<file path="config.mk">
export PLATFORM = sky130hd
export DESIGN_NAME = mips_core
export DESIGN_NICKNAME = d
export VERILOG_FILES = /design/src/common/mips_pkg.sv /design/src/id/inst_decoder.sv /design/src/id/operand_fwd.sv /design/src/id/id_stage.sv /design/src/ex/ex_stage.sv /design/src/hdl/regfile.sv /design/src/hdl/mips_core.sv
export SDC_FILE = /design/constraint.sdc
export NUM_CORES = 2
export LEC_CHECK = 0
export BUFFER_PORTS_ARGS = -buffer_cell sky130_fd_sc_hd__buf_2
export CORE_MARGIN = 5
export CORE_UTILIZATION = 35
export CTS_BUF_LIST = sky130_fd_sc_hd__clkbuf_16
export DETAILED_ROUTE_END_ITERATION = 10
export PLACE_DENSITY = 0.46
export SYNTH_ARGS = -nofsm -noshare
export SYNTH_HDL_FRONTEND = slang
export SYNTH_SLANG_ARGS = --single-unit
</file>
<file path="constraint.sdc">
create_clock -name clk_i -period 11.4 [get_ports clk_i]
set_clock_uncertainty 0.1 [all_clocks]
set_input_delay 0.57 -clock clk_i [delete_from_list [all_inputs] [get_ports clk_i]]
set_output_delay 0.57 -clock clk_i [all_outputs]
set_load 0.01 [all_outputs]
</file>
<file path="src/common/mips_pkg.sv">
package mips_pkg;

    // ========================================================================
    // widths and basic types
    // ========================================================================

    localparam int DATA_W     = 32;
    localparam int REG_ADDR_W = 5;

    typedef logic [DATA_W-1:0]     word_t;
    typedef logic [REG_ADDR_W-1:0] reg_addr_t;

    // ========================================================================
    // primary opcodes, inst[31:26]
    // ========================================================================

    localparam logic [5:0] OP_SPECIAL = 6'b000000;
    localparam logic [5:0] OP_ORI     = 6'b001101;
    localparam logic [5:0] OP_ANDI    = 6'b001100;
    localparam logic [5:0] OP_XORI    = 6'b001110;
    localparam logic [5:0] OP_LUI     = 6'b001111;
    localparam logic [5:0] OP_PREF    = 6'b110011;
    localparam logic [5:0] OP_SLTI    = 6'b001010;
    localparam logic [5:0] OP_SLTIU   = 6'b001011;
    localparam logic [5:0] OP_ADDI    = 6'b001000;
    localparam logic [5:0] OP_ADDIU   = 6'b001001;

    // special function field, inst[5:0].
    localparam logic [5:0] FN_OR   = 6'b100101;
    localparam logic [5:0] FN_AND  = 6'b100100;
    localparam logic [5:0] FN_XOR  = 6'b100110;
    localparam logic [5:0] FN_NOR  = 6'b100111;
    localparam logic [5:0] FN_SLLV = 6'b000100;
    localparam logic [5:0] FN_SRLV = 6'b000110;
    localparam logic [5:0] FN_SRAV = 6'b000111;
    localparam logic [5:0] FN_SYNC = 6'b001111;
    localparam logic [5:0] FN_SLT  = 6'b101010;
    localparam logic [5:0] FN_SLTU = 6'b101011;
    localparam logic [5:0] FN_ADD  = 6'b100000;
    localparam logic [5:0] FN_ADDU = 6'b100001;
    localparam logic [5:0] FN_SUB  = 6'b100010;
    localparam logic [5:0] FN_SUBU = 6'b100011;
    localparam logic [5:0] FN_SLL  = 6'b000000;
    localparam logic [5:0] FN_SRL  = 6'b000010;
    localparam logic [5:0] FN_SRA  = 6'b000011;

    // ========================================================================
    // alu encodings and pipeline records
    // ========================================================================

    // immediate and variable forms share one value.
    typedef enum logic [4:0] {
        ALU_NOP,
        ALU_OR,
        ALU_AND,
        ALU_XOR,
        ALU_NOR,
        ALU_SLL,
        ALU_SRL,
        ALU_SRA,
        ALU_ADD,
        ALU_SUB,
        ALU_SLT,
        ALU_SLTU
    } alu_op_e;

    typedef enum logic [1:0] {
        SEL_NOP,
        SEL_LOGIC,
        SEL_SHIFT,
        SEL_ARITH
    } alu_sel_e;

    typedef struct packed {
        alu_op_e   op;
        alu_sel_e  sel;
        logic      rd1_en;
        logic      rd2_en;
        reg_addr_t rd1_addr;
        reg_addr_t rd2_addr;
        reg_addr_t waddr;
        logic      wen;
        word_t     imm;
    } decode_t;

    typedef struct packed {
        alu_op_e   op;
        alu_sel_e  sel;
        word_t     opnd1;
        word_t     opnd2;
        reg_addr_t waddr;
        logic      wen;
    } id_ex_t;

    typedef struct packed {
        logic      wen;
        reg_addr_t waddr;
        word_t     wdata;
    } wb_t;

endpackage

</file>
<file path="src/id/inst_decoder.sv">
`timescale 1ns/100ps

module inst_decoder (
    input  mips_pkg::word_t   inst_i,
    output mips_pkg::decode_t dec_o
);
    import mips_pkg::*;

    logic [5:0]  opcode;
    logic [5:0]  funct;
    logic [4:0]  sa;
    logic [15:0] imm16;
    reg_addr_t   rs;
    reg_addr_t   rt;
    reg_addr_t   rd;
    alu_sel_e    r_sel;
    logic        fixed_shift;
    logic        writes;

    assign opcode = inst_i[31:26];
    assign rs     = inst_i[25:21];
    assign rt     = inst_i[20:16];
    assign rd     = inst_i[15:11];
    assign sa     = inst_i[10:6];
    assign funct  = inst_i[5:0];
    assign imm16  = inst_i[15:0];

    function automatic alu_op_e funct_op(input logic [5:0] fn);
        case (fn)
            FN_OR:                    return ALU_OR;
            FN_AND:                   return ALU_AND;
            FN_XOR:                   return ALU_XOR;
            FN_NOR:                   return ALU_NOR;
            FN_SLL, FN_SLLV:          return ALU_SLL;
            FN_SRL, FN_SRLV:          return ALU_SRL;
            FN_SRA, FN_SRAV:          return ALU_SRA;
            FN_ADD, FN_ADDU:          return ALU_ADD;
            FN_SUB, FN_SUBU:          return ALU_SUB;
            FN_SLT:                   return ALU_SLT;
            FN_SLTU:                  return ALU_SLTU;
            default:                  return ALU_NOP;
        endcase
    endfunction

    // lui is an or with zero.
    function automatic alu_op_e imm_op(input logic [5:0] opc);
        case (opc)
            OP_ORI, OP_LUI:           return ALU_OR;
            OP_ANDI:                  return ALU_AND;
            OP_XORI:                  return ALU_XOR;
            OP_ADDI, OP_ADDIU:        return ALU_ADD;
            OP_SLTI:                  return ALU_SLT;
            OP_SLTIU:                 return ALU_SLTU;
            default:                  return ALU_NOP;
        endcase
    endfunction

    always_comb begin
        dec_o.op       = ALU_NOP;
        dec_o.sel      = SEL_NOP;
        dec_o.rd1_en   = 1'b0;
        dec_o.rd2_en   = 1'b0;
        dec_o.rd1_addr = rs;
        dec_o.rd2_addr = rt;
        dec_o.waddr    = rd;
        dec_o.imm      = '0;
        r_sel          = SEL_NOP;
        fixed_shift    = 1'b0;
        writes         = 1'b0;

        case (opcode)
            OP_SPECIAL: begin
                case (funct)
                    FN_OR, FN_AND, FN_XOR, FN_NOR: r_sel = SEL_LOGIC;
                    FN_SLLV, FN_SRLV, FN_SRAV,
                    FN_SLL, FN_SRL, FN_SRA:       r_sel = SEL_SHIFT;
                    FN_SLT, FN_SLTU, FN_ADD,
                    FN_ADDU, FN_SUB, FN_SUBU:     r_sel = SEL_ARITH;
                    // barrier only.
                    FN_SYNC:                      r_sel = SEL_NOP;
                    default:                      r_sel = SEL_NOP;
                endcase
                fixed_shift = (funct == FN_SLL) || (funct == FN_SRL) || (funct == FN_SRA);
                // fixed shifts need rs zero, the rest need sa zero.
                if (r_sel != SEL_NOP && (fixed_shift ? (rs == '0) : (sa == '0))) begin
                    dec_o.op     = funct_op(funct);
                    dec_o.sel    = r_sel;
                    dec_o.rd1_en = !fixed_shift;
                    dec_o.rd2_en = 1'b1;
                    dec_o.imm    = {{(DATA_W-5){1'b0}}, sa};
                    writes       = 1'b1;
                end
            end

            OP_ORI, OP_ANDI, OP_XORI, OP_LUI,
            OP_SLTI, OP_SLTIU, OP_ADDI, OP_ADDIU: begin
                dec_o.op     = imm_op(opcode);
                dec_o.sel    = (opcode inside {OP_ORI, OP_ANDI, OP_XORI, OP_LUI}) ?
                               SEL_LOGIC : SEL_ARITH;
                dec_o.rd1_en = 1'b1;
                dec_o.waddr  = rt;
                writes       = 1'b1;
                case (opcode)
                    OP_LUI: begin
                        dec_o.rd1_addr = '0;
                        dec_o.imm      = {imm16, 16'h0000};
                    end
                    OP_ORI, OP_ANDI, OP_XORI: begin
                        dec_o.imm = {16'h0000, imm16};
                    end
                    // sltiu also sign-extends.
                    default: begin
                        dec_o.imm = {{16{imm16[15]}}, imm16};
                    end
                endcase
            end

            // prefetch is a hint with no effect here.
            OP_PREF: begin
                writes = 1'b0;
            end

            default: begin
                writes = 1'b0;
            end
        endcase

        // r0 never written, so it is never forwarded either.
        dec_o.wen = writes && (dec_o.waddr != '0);
    end

endmodule

</file>
<file path="src/id/operand_fwd.sv">
`timescale 1ns/100ps

module operand_fwd (
    input  mips_pkg::decode_t dec_i,
    input  mips_pkg::word_t   rd1_data_i,
    input  mips_pkg::word_t   rd2_data_i,
    input  mips_pkg::wb_t     ex_fwd_i,
    input  mips_pkg::wb_t     mem_fwd_i,
    output mips_pkg::word_t   opnd1_o,
    output mips_pkg::word_t   opnd2_o
);
    import mips_pkg::*;

    // execute beats memory beats the register file.
    function automatic word_t pick(
        input logic      en,
        input reg_addr_t addr,
        input word_t     rf_data,
        input word_t     imm,
        input wb_t       ex,
        input wb_t       mem
    );
        if (!en) begin
            return imm;
        end
        if (ex.wen && ex.waddr == addr) begin
            return ex.wdata;
        end
        if (mem.wen && mem.waddr == addr) begin
            return mem.wdata;
        end
        return rf_data;
    endfunction

    assign opnd1_o = pick(dec_i.rd1_en, dec_i.rd1_addr, rd1_data_i, dec_i.imm,
                          ex_fwd_i, mem_fwd_i);
    assign opnd2_o = pick(dec_i.rd2_en, dec_i.rd2_addr, rd2_data_i, dec_i.imm,
                          ex_fwd_i, mem_fwd_i);

endmodule

</file>
<file path="src/id/id_stage.sv">
`timescale 1ns/100ps

module id_stage (
    input  logic                clk_i,
    input  logic                rst_i,
    input  logic                inst_valid_i,
    input  mips_pkg::word_t     inst_i,
    input  mips_pkg::word_t     rd1_data_i,
    input  mips_pkg::word_t     rd2_data_i,
    input  mips_pkg::wb_t       ex_fwd_i,
    input  mips_pkg::wb_t       mem_fwd_i,
    output mips_pkg::reg_addr_t rd1_addr_o,
    output mips_pkg::reg_addr_t rd2_addr_o,
    output mips_pkg::id_ex_t    id_ex_o
);
    import mips_pkg::*;

    decode_t dec;
    word_t   opnd1;
    word_t   opnd2;
    id_ex_t  id_ex_q;

    inst_decoder u_dec (
        .inst_i (inst_i),
        .dec_o  (dec)
    );

    operand_fwd u_fwd (
        .dec_i      (dec),
        .rd1_data_i (rd1_data_i),
        .rd2_data_i (rd2_data_i),
        .ex_fwd_i   (ex_fwd_i),
        .mem_fwd_i  (mem_fwd_i),
        .opnd1_o    (opnd1),
        .opnd2_o    (opnd2)
    );

    assign rd1_addr_o = dec.rd1_addr;
    assign rd2_addr_o = dec.rd2_addr;

    // ========================================================================
    // decode/execute register
    // ========================================================================

    always_ff @(posedge clk_i) begin
        id_ex_q.opnd1 <= opnd1;
        id_ex_q.opnd2 <= opnd2;
        id_ex_q.waddr <= dec.waddr;
        // idle cycles become bubbles.
        if (rst_i || !inst_valid_i) begin
            id_ex_q.op  <= ALU_NOP;
            id_ex_q.sel <= SEL_NOP;
            id_ex_q.wen <= 1'b0;
        end else begin
            id_ex_q.op  <= dec.op;
            id_ex_q.sel <= dec.sel;
            id_ex_q.wen <= dec.wen;
        end
    end

    assign id_ex_o = id_ex_q;

endmodule

</file>
<file path="src/ex/ex_stage.sv">
`timescale 1ns/100ps

module ex_stage (
    input  logic             clk_i,
    input  logic             rst_i,
    input  mips_pkg::id_ex_t id_ex_i,
    output mips_pkg::wb_t    ex_fwd_o,
    output mips_pkg::wb_t    mem_fwd_o
);
    import mips_pkg::*;

    word_t      a;
    word_t      b;
    logic [4:0] shamt;
    word_t      logic_res;
    word_t      shift_res;
    word_t      arith_res;
    word_t      result;
    wb_t        mem_q;

    assign a     = id_ex_i.opnd1;
    assign b     = id_ex_i.opnd2;
    assign shamt = a[4:0];

    always_comb begin
        case (id_ex_i.op)
            ALU_OR:  logic_res = a | b;
            ALU_AND: logic_res = a & b;
            ALU_XOR: logic_res = a ^ b;
            ALU_NOR: logic_res = ~(a | b);
            default: logic_res = '0;
        endcase
    end

    // operand 2 is shifted by operand 1.
    always_comb begin
        case (id_ex_i.op)
            ALU_SLL: shift_res = b << shamt;
            ALU_SRL: shift_res = b >> shamt;
            ALU_SRA: shift_res = word_t'($signed(b) >>> shamt);
            default: shift_res = '0;
        endcase
    end

    // add and sub wrap, no overflow trap.
    always_comb begin
        case (id_ex_i.op)
            ALU_ADD:  arith_res = a + b;
            ALU_SUB:  arith_res = a - b;
            ALU_SLT:  arith_res = word_t'($signed(a) < $signed(b));
            ALU_SLTU: arith_res = word_t'(a < b);
            default:  arith_res = '0;
        endcase
    end

    always_comb begin
        case (id_ex_i.sel)
            SEL_LOGIC: result = logic_res;
            SEL_SHIFT: result = shift_res;
            SEL_ARITH: result = arith_res;
            default:   result = '0;
        endcase
    end

    assign ex_fwd_o = '{wen: id_ex_i.wen, waddr: id_ex_i.waddr, wdata: result};

    // ========================================================================
    // execute/memory register
    // ========================================================================

    always_ff @(posedge clk_i) begin
        mem_q.waddr <= id_ex_i.waddr;
        mem_q.wdata <= result;
        if (rst_i) begin
            mem_q.wen <= 1'b0;
        end else begin
            mem_q.wen <= id_ex_i.wen;
        end
    end

    assign mem_fwd_o = mem_q;

endmodule

</file>
<file path="src/hdl/regfile.sv">
`timescale 1ns/100ps

module regfile (
    input  logic                clk_i,
    input  logic                rst_i,
    input  mips_pkg::reg_addr_t rd1_addr_i,
    input  mips_pkg::reg_addr_t rd2_addr_i,
    output mips_pkg::word_t     rd1_data_o,
    output mips_pkg::word_t     rd2_data_o,
    input  mips_pkg::wb_t       wr_i
);
    import mips_pkg::*;

    localparam int NUM_REGS = 2 ** REG_ADDR_W;

    word_t regs [NUM_REGS];

    always_ff @(posedge clk_i) begin
        if (rst_i) begin
            for (int i = 0; i < NUM_REGS; i++) begin
                regs[i] <= '0;
            end
        end else if (wr_i.wen && wr_i.waddr != '0) begin
            regs[wr_i.waddr] <= wr_i.wdata;
        end
    end

    // r0 reads as zero.
    assign rd1_data_o = (rd1_addr_i == '0) ? '0 : regs[rd1_addr_i];
    assign rd2_data_o = (rd2_addr_i == '0) ? '0 : regs[rd2_addr_i];

endmodule

</file>
<file path="src/hdl/mips_core.sv">
`timescale 1ns/100ps

module mips_core (
    input  logic                clk_i,
    input  logic                rst_i,
    input  logic                inst_valid_i,
    input  mips_pkg::word_t     inst_i,
    output logic                wb_valid_o,
    output mips_pkg::reg_addr_t wb_addr_o,
    output mips_pkg::word_t     wb_data_o
);
    import mips_pkg::*;

    id_ex_t    id_ex;
    wb_t       ex_fwd;
    wb_t       mem_fwd;
    reg_addr_t rd1_addr;
    reg_addr_t rd2_addr;
    word_t     rd1_data;
    word_t     rd2_data;

    id_stage u_id (
        .clk_i        (clk_i),
        .rst_i        (rst_i),
        .inst_valid_i (inst_valid_i),
        .inst_i       (inst_i),
        .rd1_data_i   (rd1_data),
        .rd2_data_i   (rd2_data),
        .ex_fwd_i     (ex_fwd),
        .mem_fwd_i    (mem_fwd),
        .rd1_addr_o   (rd1_addr),
        .rd2_addr_o   (rd2_addr),
        .id_ex_o      (id_ex)
    );

    ex_stage u_ex (
        .clk_i     (clk_i),
        .rst_i     (rst_i),
        .id_ex_i   (id_ex),
        .ex_fwd_o  (ex_fwd),
        .mem_fwd_o (mem_fwd)
    );

    // mem_fwd is also the write port.
    regfile u_rf (
        .clk_i      (clk_i),
        .rst_i      (rst_i),
        .rd1_addr_i (rd1_addr),
        .rd2_addr_i (rd2_addr),
        .rd1_data_o (rd1_data),
        .rd2_data_o (rd2_data),
        .wr_i       (mem_fwd)
    );

    assign wb_valid_o = mem_fwd.wen;
    assign wb_addr_o  = mem_fwd.waddr;
    assign wb_data_o  = mem_fwd.wdata;

endmodule

</file>
* Word-level counts from Yosys, hierarchy flattened
Memory sizes are Yosys's and may differ from the RTL's.
Index checks and enable logic that the tools add are counted.
** Word-level totals
- Input port bits :: 35
- Bits in writable memories :: 1024
- Output and inout bits :: 38
- Memory bits (read-only) :: 432
- Memories kept :: 4
- Register bits after elaboration :: 115
** Operators by class
- Add/subtract/negate cells :: 2
- Shifts and indexed selects :: 3
- Bitwise gates (word level) :: 4
- Eq/ne operators :: 28
- Muxes and demuxes :: 51
- Magnitude comparators :: 2
- Reductions and logical operators :: 26
** Memories
- u_rf.regs :: words 32, bits a word 32, rd ports 2, clocked after memory_dff 0, write ports 32, RTL line regfile.sv:16 : word_t regs [NUM_REGS];
- (no name shown) :: words 64, bits a word 4, rd ports 1, clocked after memory_dff 0, write ports 0, RTL line inst_decoder.sv:29 : case (fn)
- (no name shown) :: words 64, bits a word 2, rd ports 1, clocked after memory_dff 0, write ports 0, RTL line inst_decoder.sv:73 : case (funct)
- (no name shown) :: words 16, bits a word 3, rd ports 1, clocked after memory_dff 0, write ports 0, RTL line inst_decoder.sv:47 : case (opc)
** Operators with widths (number)
- two-way mux 32 bit :: 15
- one-hot mux 32 bit (4 select lines) :: 2
- one-hot mux 32 bit (3 select lines) :: 2
- one-hot mux 32 bit (2 select lines) :: 2
- less-than comparator 32 bit :: 2
- equality test 6 x 4 -> 1 bit (second input constant) :: 8
- adder 32 bit :: 1
- bitwise AND 32 bit :: 1
- inverter 32 bit :: 1
- bitwise OR 32 bit :: 1
- OR reduction 32 bit :: 1
- << shifter 32 x 5 -> 32 bit :: 1
- right shift 32 x 5 -> 32 bit :: 1
- >>> shifter 32 x 5 -> 32 bit :: 1
- subtractor 32 bit :: 1
- XOR 32 bit :: 1
- two-way mux 5 bit :: 6
- equality test 5 x 3 -> 1 bit (second input constant) :: 4
- equality test 5 x 4 -> 1 bit (second input constant) :: 4
- equality test 5 bit :: 4
- zero test 5 bit :: 4
- two-way mux 1 bit :: 19
- one-hot mux 8 bit (2 select lines) :: 1
- equality test 6 x 2 -> 1 bit (second input constant) :: 2
- other kinds (17) :: 31

* Depth between registers and ports, before layout
- Depth in word-level cells :: 13
- Mapped depth :: 15
- Gate-level depth less buffers :: 13

* Cells and area by module
Synthesis repeated with hierarchy kept, for this count alone.
** Second synthesis, totals
- Cells, all modules :: 5368
- Area total of the unflattened synthesis :: 69013.7 um^2
** By module, submodules not included
- regfile :: area an instance 54253.3 um^2, cells each 3502, sequential area each 30749.5 um^2, instances 1
- ex_stage :: area an instance 9770.6 um^2, cells each 1346, sequential area each 760.7 um^2, instances 1
- operand_fwd :: area an instance 2565.0 um^2, cells each 304, sequential area each 0.0 um^2, instances 1
- id_stage :: area an instance 1611.5 um^2, cells each 85, sequential area each 1541.5 um^2, instances 1
- inst_decoder :: area an instance 813.3 um^2, cells each 131, sequential area each 0.0 um^2, instances 1

* Worst setup path after synthesis
OpenSTA, ideal clock, no wires.
- Path kind :: reg-to-reg
- From :: reg u_id.id_ex_q (netlist bit u_id.id_ex_o[41])
- To :: reg u_id.id_ex_q (netlist bit u_id.id_ex_o[29])
- Setup slack :: 7.575 ns
- Cell stages (with the launch flop) :: 16
- Clock period less this slack :: 3.825 ns
- Buffers on the path :: 3
- Setup time :: 0.120 ns
- Data arrival time :: 3.605 ns
- Cells stage by stage :: dfxtp_1 clkbuf_1 inv_1 clkbuf_1 buf_1 ha_1 nand2_1 o31a_1 o31ai_1 o2111ai_1 and2_1 o21a_1 xnor2_1 a211oi_1 a21oi_1 a211o_1
** On the way
- Word-level cells in the longest chain between the ends :: 8
- Elaborated cells on any way between the ends :: 13
- Classes of those cells :: add/sub: 2; shift: 3; mux: 8
** Ends and longest elaborated chain
- start, declared :: RTL line id_stage.sv:21 : id_ex_t id_ex_q;
- subtractor 32 bit (tied with other cells) :: RTL line ex_stage.sv:49 : ALU_SUB: arith_res = a - b;
- one-hot mux 32 bit (4 select lines) or one-hot mux 32 bit (3 select lines) (tied branches) :: RTL line ex_stage.sv:47, ex_stage.sv:37
- one-hot mux 32 bit (3 select lines) (*) :: RTL line ex_stage.sv:57 : case (id_ex_i.sel)
- two-way mux 32 bit (*) :: RTL line operand_fwd.sv:26 : if (ex.wen && ex.waddr == addr) begin
- two-way mux 32 bit :: RTL line operand_fwd.sv:29 : if (mem.wen && mem.waddr == addr) begin
- two-way mux 32 bit :: RTL line operand_fwd.sv:32 : return rf_data;
- two-way mux 32 bit (*) :: RTL line operand_fwd.sv:29
- two-way mux 32 bit (*) :: RTL line operand_fwd.sv:26
- via u_id.opnd2[23] :: RTL line id_stage.sv:20 : word_t opnd2;
The timed path passes the listed nets; every way through them passes the cells marked *.
A chain may end at the register's enable or synchronous reset.

* Worst setup path in the final report
- From :: in inst_i[28]
- To :: reg u_id.id_ex_q (netlist bit u_id.id_ex_o[65])
** On the way
- Word-level cells in the longest chain between the ends :: 11
- Elaborated cells on any way between the ends :: 34
- Classes of those cells :: eq/ne: 10; mux: 17; reduce/logical: 6; memory: 1
** Ends and longest elaborated chain
- start, declared :: RTL line mips_core.sv:7 : input mips_pkg::word_t inst_i,
- parallel branches: the longest is 10 deep, another holds memory read (32 x 32 bit)
- two-way mux 32 bit (*) :: RTL line operand_fwd.sv:26
- via u_id.opnd1[27] :: RTL line id_stage.sv:19 : word_t opnd1;
Mark *: on every way through the listed nets, which the timed path passes. The select of a mux whose other input is x is not followed.

==> flow_metrics.tcl <==
set metrics [dict create \
    crit_path_frequent_cell "a211oi_1" \
    path_buf_inv 3 \
    antenna_found_initial 48 \
    yosys_warnings 0 \
    yosysSeqAreaShare_pct 47.6 \
    hold_path.class "in -> reg" \
    cpPeakStageDelay_ns 1.34 \
    place_ws_ns 5.04 \
    track_usage_pct 30.0 \
    power.leakage_nw 28.4 \
    first_pass_iters 7 \
    place_congestion 0.919 \
    grt_first_pass_wirelength_um 442000 \
    ir_worst_vdd_mv 0.119 \
    setup_viol 0 \
    dieArea_sq_um 207000 \
    ys.flop_type "edfxtp_1" \
    synth_edf_count 1024 \
    die_x_um 455 \
    cap_violations 1 \
    clockRootBuffer "clkbuf_16" \
    synth_area_leaders "edfxtp_1, mux4_2, and2_1" \
    die_h_um 455 \
    setup_slack_ns 5.60 \
    fmax_ghz 0.173 \
    cp.arrival_ns 6.39 \
    yosysTopAreaCellShare_pct 44.3 \
    insertion_delay_ns 0.80 \
    cp-start-kind "input port" \
    routed_wl_um 323000 \
    fin_crit_ns 5.80 \
    post-route-period-util_pct 50.8 \
    crit_family "simple AND/OR/NAND/NOR gates" \
    worstMarginPinSlew_ns 1.52 \
    cts.clk_slew.worst_paths_ns 0.06 \
    syn_inst 6002 \
    slew_violations 21 \
    ant_nets 0 \
    port_buffers 72 \
    tns_ns 0 \
    hold_viol 0 \
    row_count 163 \
    core_sq_um 197000 \
    yosys.cell_types.count 92 \
    drcViolationCount 0 \
    ios 73 \
    clk_path_buf_depth 3 \
    drt_iter0_drc 7883 \
    power_mw 10.8 \
    vias_per_cell 6.39 \
    syn_to_final_growth_pct 11.8 \
    rsz0062_at_grt "false" \
    power_density_nw_per_um2 138 \
    final_area_sq_um 77600 \
    drive_above_1_share_pct 16.7 \
    final_util_pct 39.3 \
    syn-cell-area_sq_um 69400 \
    start_util_pct 35.2 \
    asyncSetResetFlopFracSynth_pct 0 \
    grt-ovfl-total 0 \
    wl_per_cell_um 37.5 \
    critPathSlowestCell "o22ai_1" \
    grt_max_degree 113 \
    clock-sinks 1138 \
    relSlewSlack_pct -1.38 \
    h-tree-depth 4 \
    crit_chain "buf_2 > nand4_1 > nor2_4 > buf_12 > o2bb2ai_1 > and4_2 > nor3_2 > buf_4 > nand2_1 > o22ai_1 > a211oi_1 > a211oi_1" \
    syn_area_per_cell_sq_um 11.6 \
    ys_ff_latch 1138 \
    worstHoldStart "inst_i[9]" \
    worstReg2RegStart "u_id.id_ex_o[38]$_DFF_P_" \
    vias 55091 \
    critPathCaptureType "flop" \
    synth_largest_area_cell "edfxtp_1" \
    fillerInstances 18891 \
    cp.required_ns 11.99 \
    final_nets 5985 \
    dp_hpwl_um 196000 \
    worstPathMaxFanout 112 \
    numCtsBuffers 141 \
    grt_pass1_vias 52611 \
    cts_tree "yes" \
    cts_setup_buffers 0 \
    path_class "in -> reg" \
    status "finished, violations left" \
    placed_area_sq_um 72900 \
    cp-startpoint "inst_i[28]" \
    violations "capacitance limit, slew limit" \
]
registers in the layout (all words and copies together), names as in the netlist:
register,cells
u_ex.mem_fwd_o,38
u_rf.regs,1024
u_id.id_ex_o,76
power by group:
| group | total (mW) | leakage (nW) | switching [mW] | internal [mW] |
|---|---|---|---|---|
| combinational | 1.37 | 14.5 | 0.914 | 0.460 |
| sequential | 4.78 | 11.5 | 0.0987 | 4.68 |
| clock | 4.60 | 2.35 | 1.93 | 2.67 |
worst min-delay path: cells and delay by family:
kind                   cells  cell delay, ns
AND/OR/NAND/NOR            1            0.08
buffers and inverters      1            0.18
AO/OA/AOI/OAI              1            0.06
logic make-up after synthesis:
logic type	share of synthesized area (%)
buf+inv	4.12
mux	19.1
flops	47.6
other cells	0.00540
compound gates	11.8
simple gates	15.1
xor+xnor	0.391
fa+ha+maj	1.88
worst paths after layout:
path,to,slack (ns),cells after the start
max,u_id.id_ex_o[65]$_DFF_P_,5.60,12
min,u_id.id_ex_o[15]$_DFF_P_,0.07,3
max reg2reg,u_id.id_ex_o[64]$_DFF_P_,5.71,14
min reg2reg,u_ex.mem_fwd_o[32]$_DFF_P_,0.31,0
routing by layer:
metal | GRT usage (%) | routed length [um] | part of all wire [%]
met1 | 40.8 | 131000 | 40
met5 | 0 | 81 | 0.025
met3 | 6.75 | 33200 | 10
met4 | 13.7 | 16600 | 5.1
met2 | 45.7 | 143000 | 44
synth_stat cells, types with 41 or more instances:
cell,number
a31oi_1,44
o32ai_1,41
o21ai_1,42
a221oi_1,179
clkbuf_1,449
edfxtp_1,1024
dfxtp_1,114
o21ai_0,136
a211oi_1,107
mux4_2,373
and2_1,1004
nand2_1,231
buf_2,77
mux2i_1,433
mux2_2,43
nor2_1,448
nor3_1,59
inv_1,114
o221ai_1,41
o22ai_1,69
a21oi_1,306
buf_1,71
ha_1,101
metrics by stage:
stage          instances  hold slack, ns
6_report            8627          0.0685
5_1_grt             8599          0.0371
2_1_floorplan       6033           0.274
4_1_cts             8596         0.00768
3_5_place_dp        8340           0.297
3_3_place_gp        8340           0.300
area by class of cell:
type,count,area [sq um],area share [%]
Tap cell,2640,3300,4.25
Sequential cell,1138,33000,42.6
Antenna cell,31,77.6,0.0999
Timing Repair Buffer,275,2070,2.66
Inverter,123,462,0.595
Multi-Input combinational cell,4168,34100,43.9
Clock inverter,106,980,1.26
Clock buffer,146,3650,4.71
what timing repair did:
item,CTS,global route
hold buffers,4,0
setup endpoints to repair,0,0
resized for setup,0,0
hold endpoints to repair,5,0
cells in the final DEF (no fill, tap or decap), types with 35 or more instances in the layout:
cell / count
o22ai_1: 69
buf_2: 63
buf_4: 193
o32ai_1: 35
a21oi_1: 306
mux2i_1: 433
and2_1: 1004
nor3_1: 57
o221ai_1: 41
mux4_2: 373
o21ai_1: 41
dfxtp_1: 109
o21ai_0: 136
nor2_1: 419
nand2_1: 226
clkbuf_16: 146
edfxtp_1: 1024
a221oi_1: 179
a211oi_1: 107
a31oi_1: 44
mux2_2: 43
ha_1: 101
inv_1: 138
Note: power is estimated with default switching activity, not from simulation.
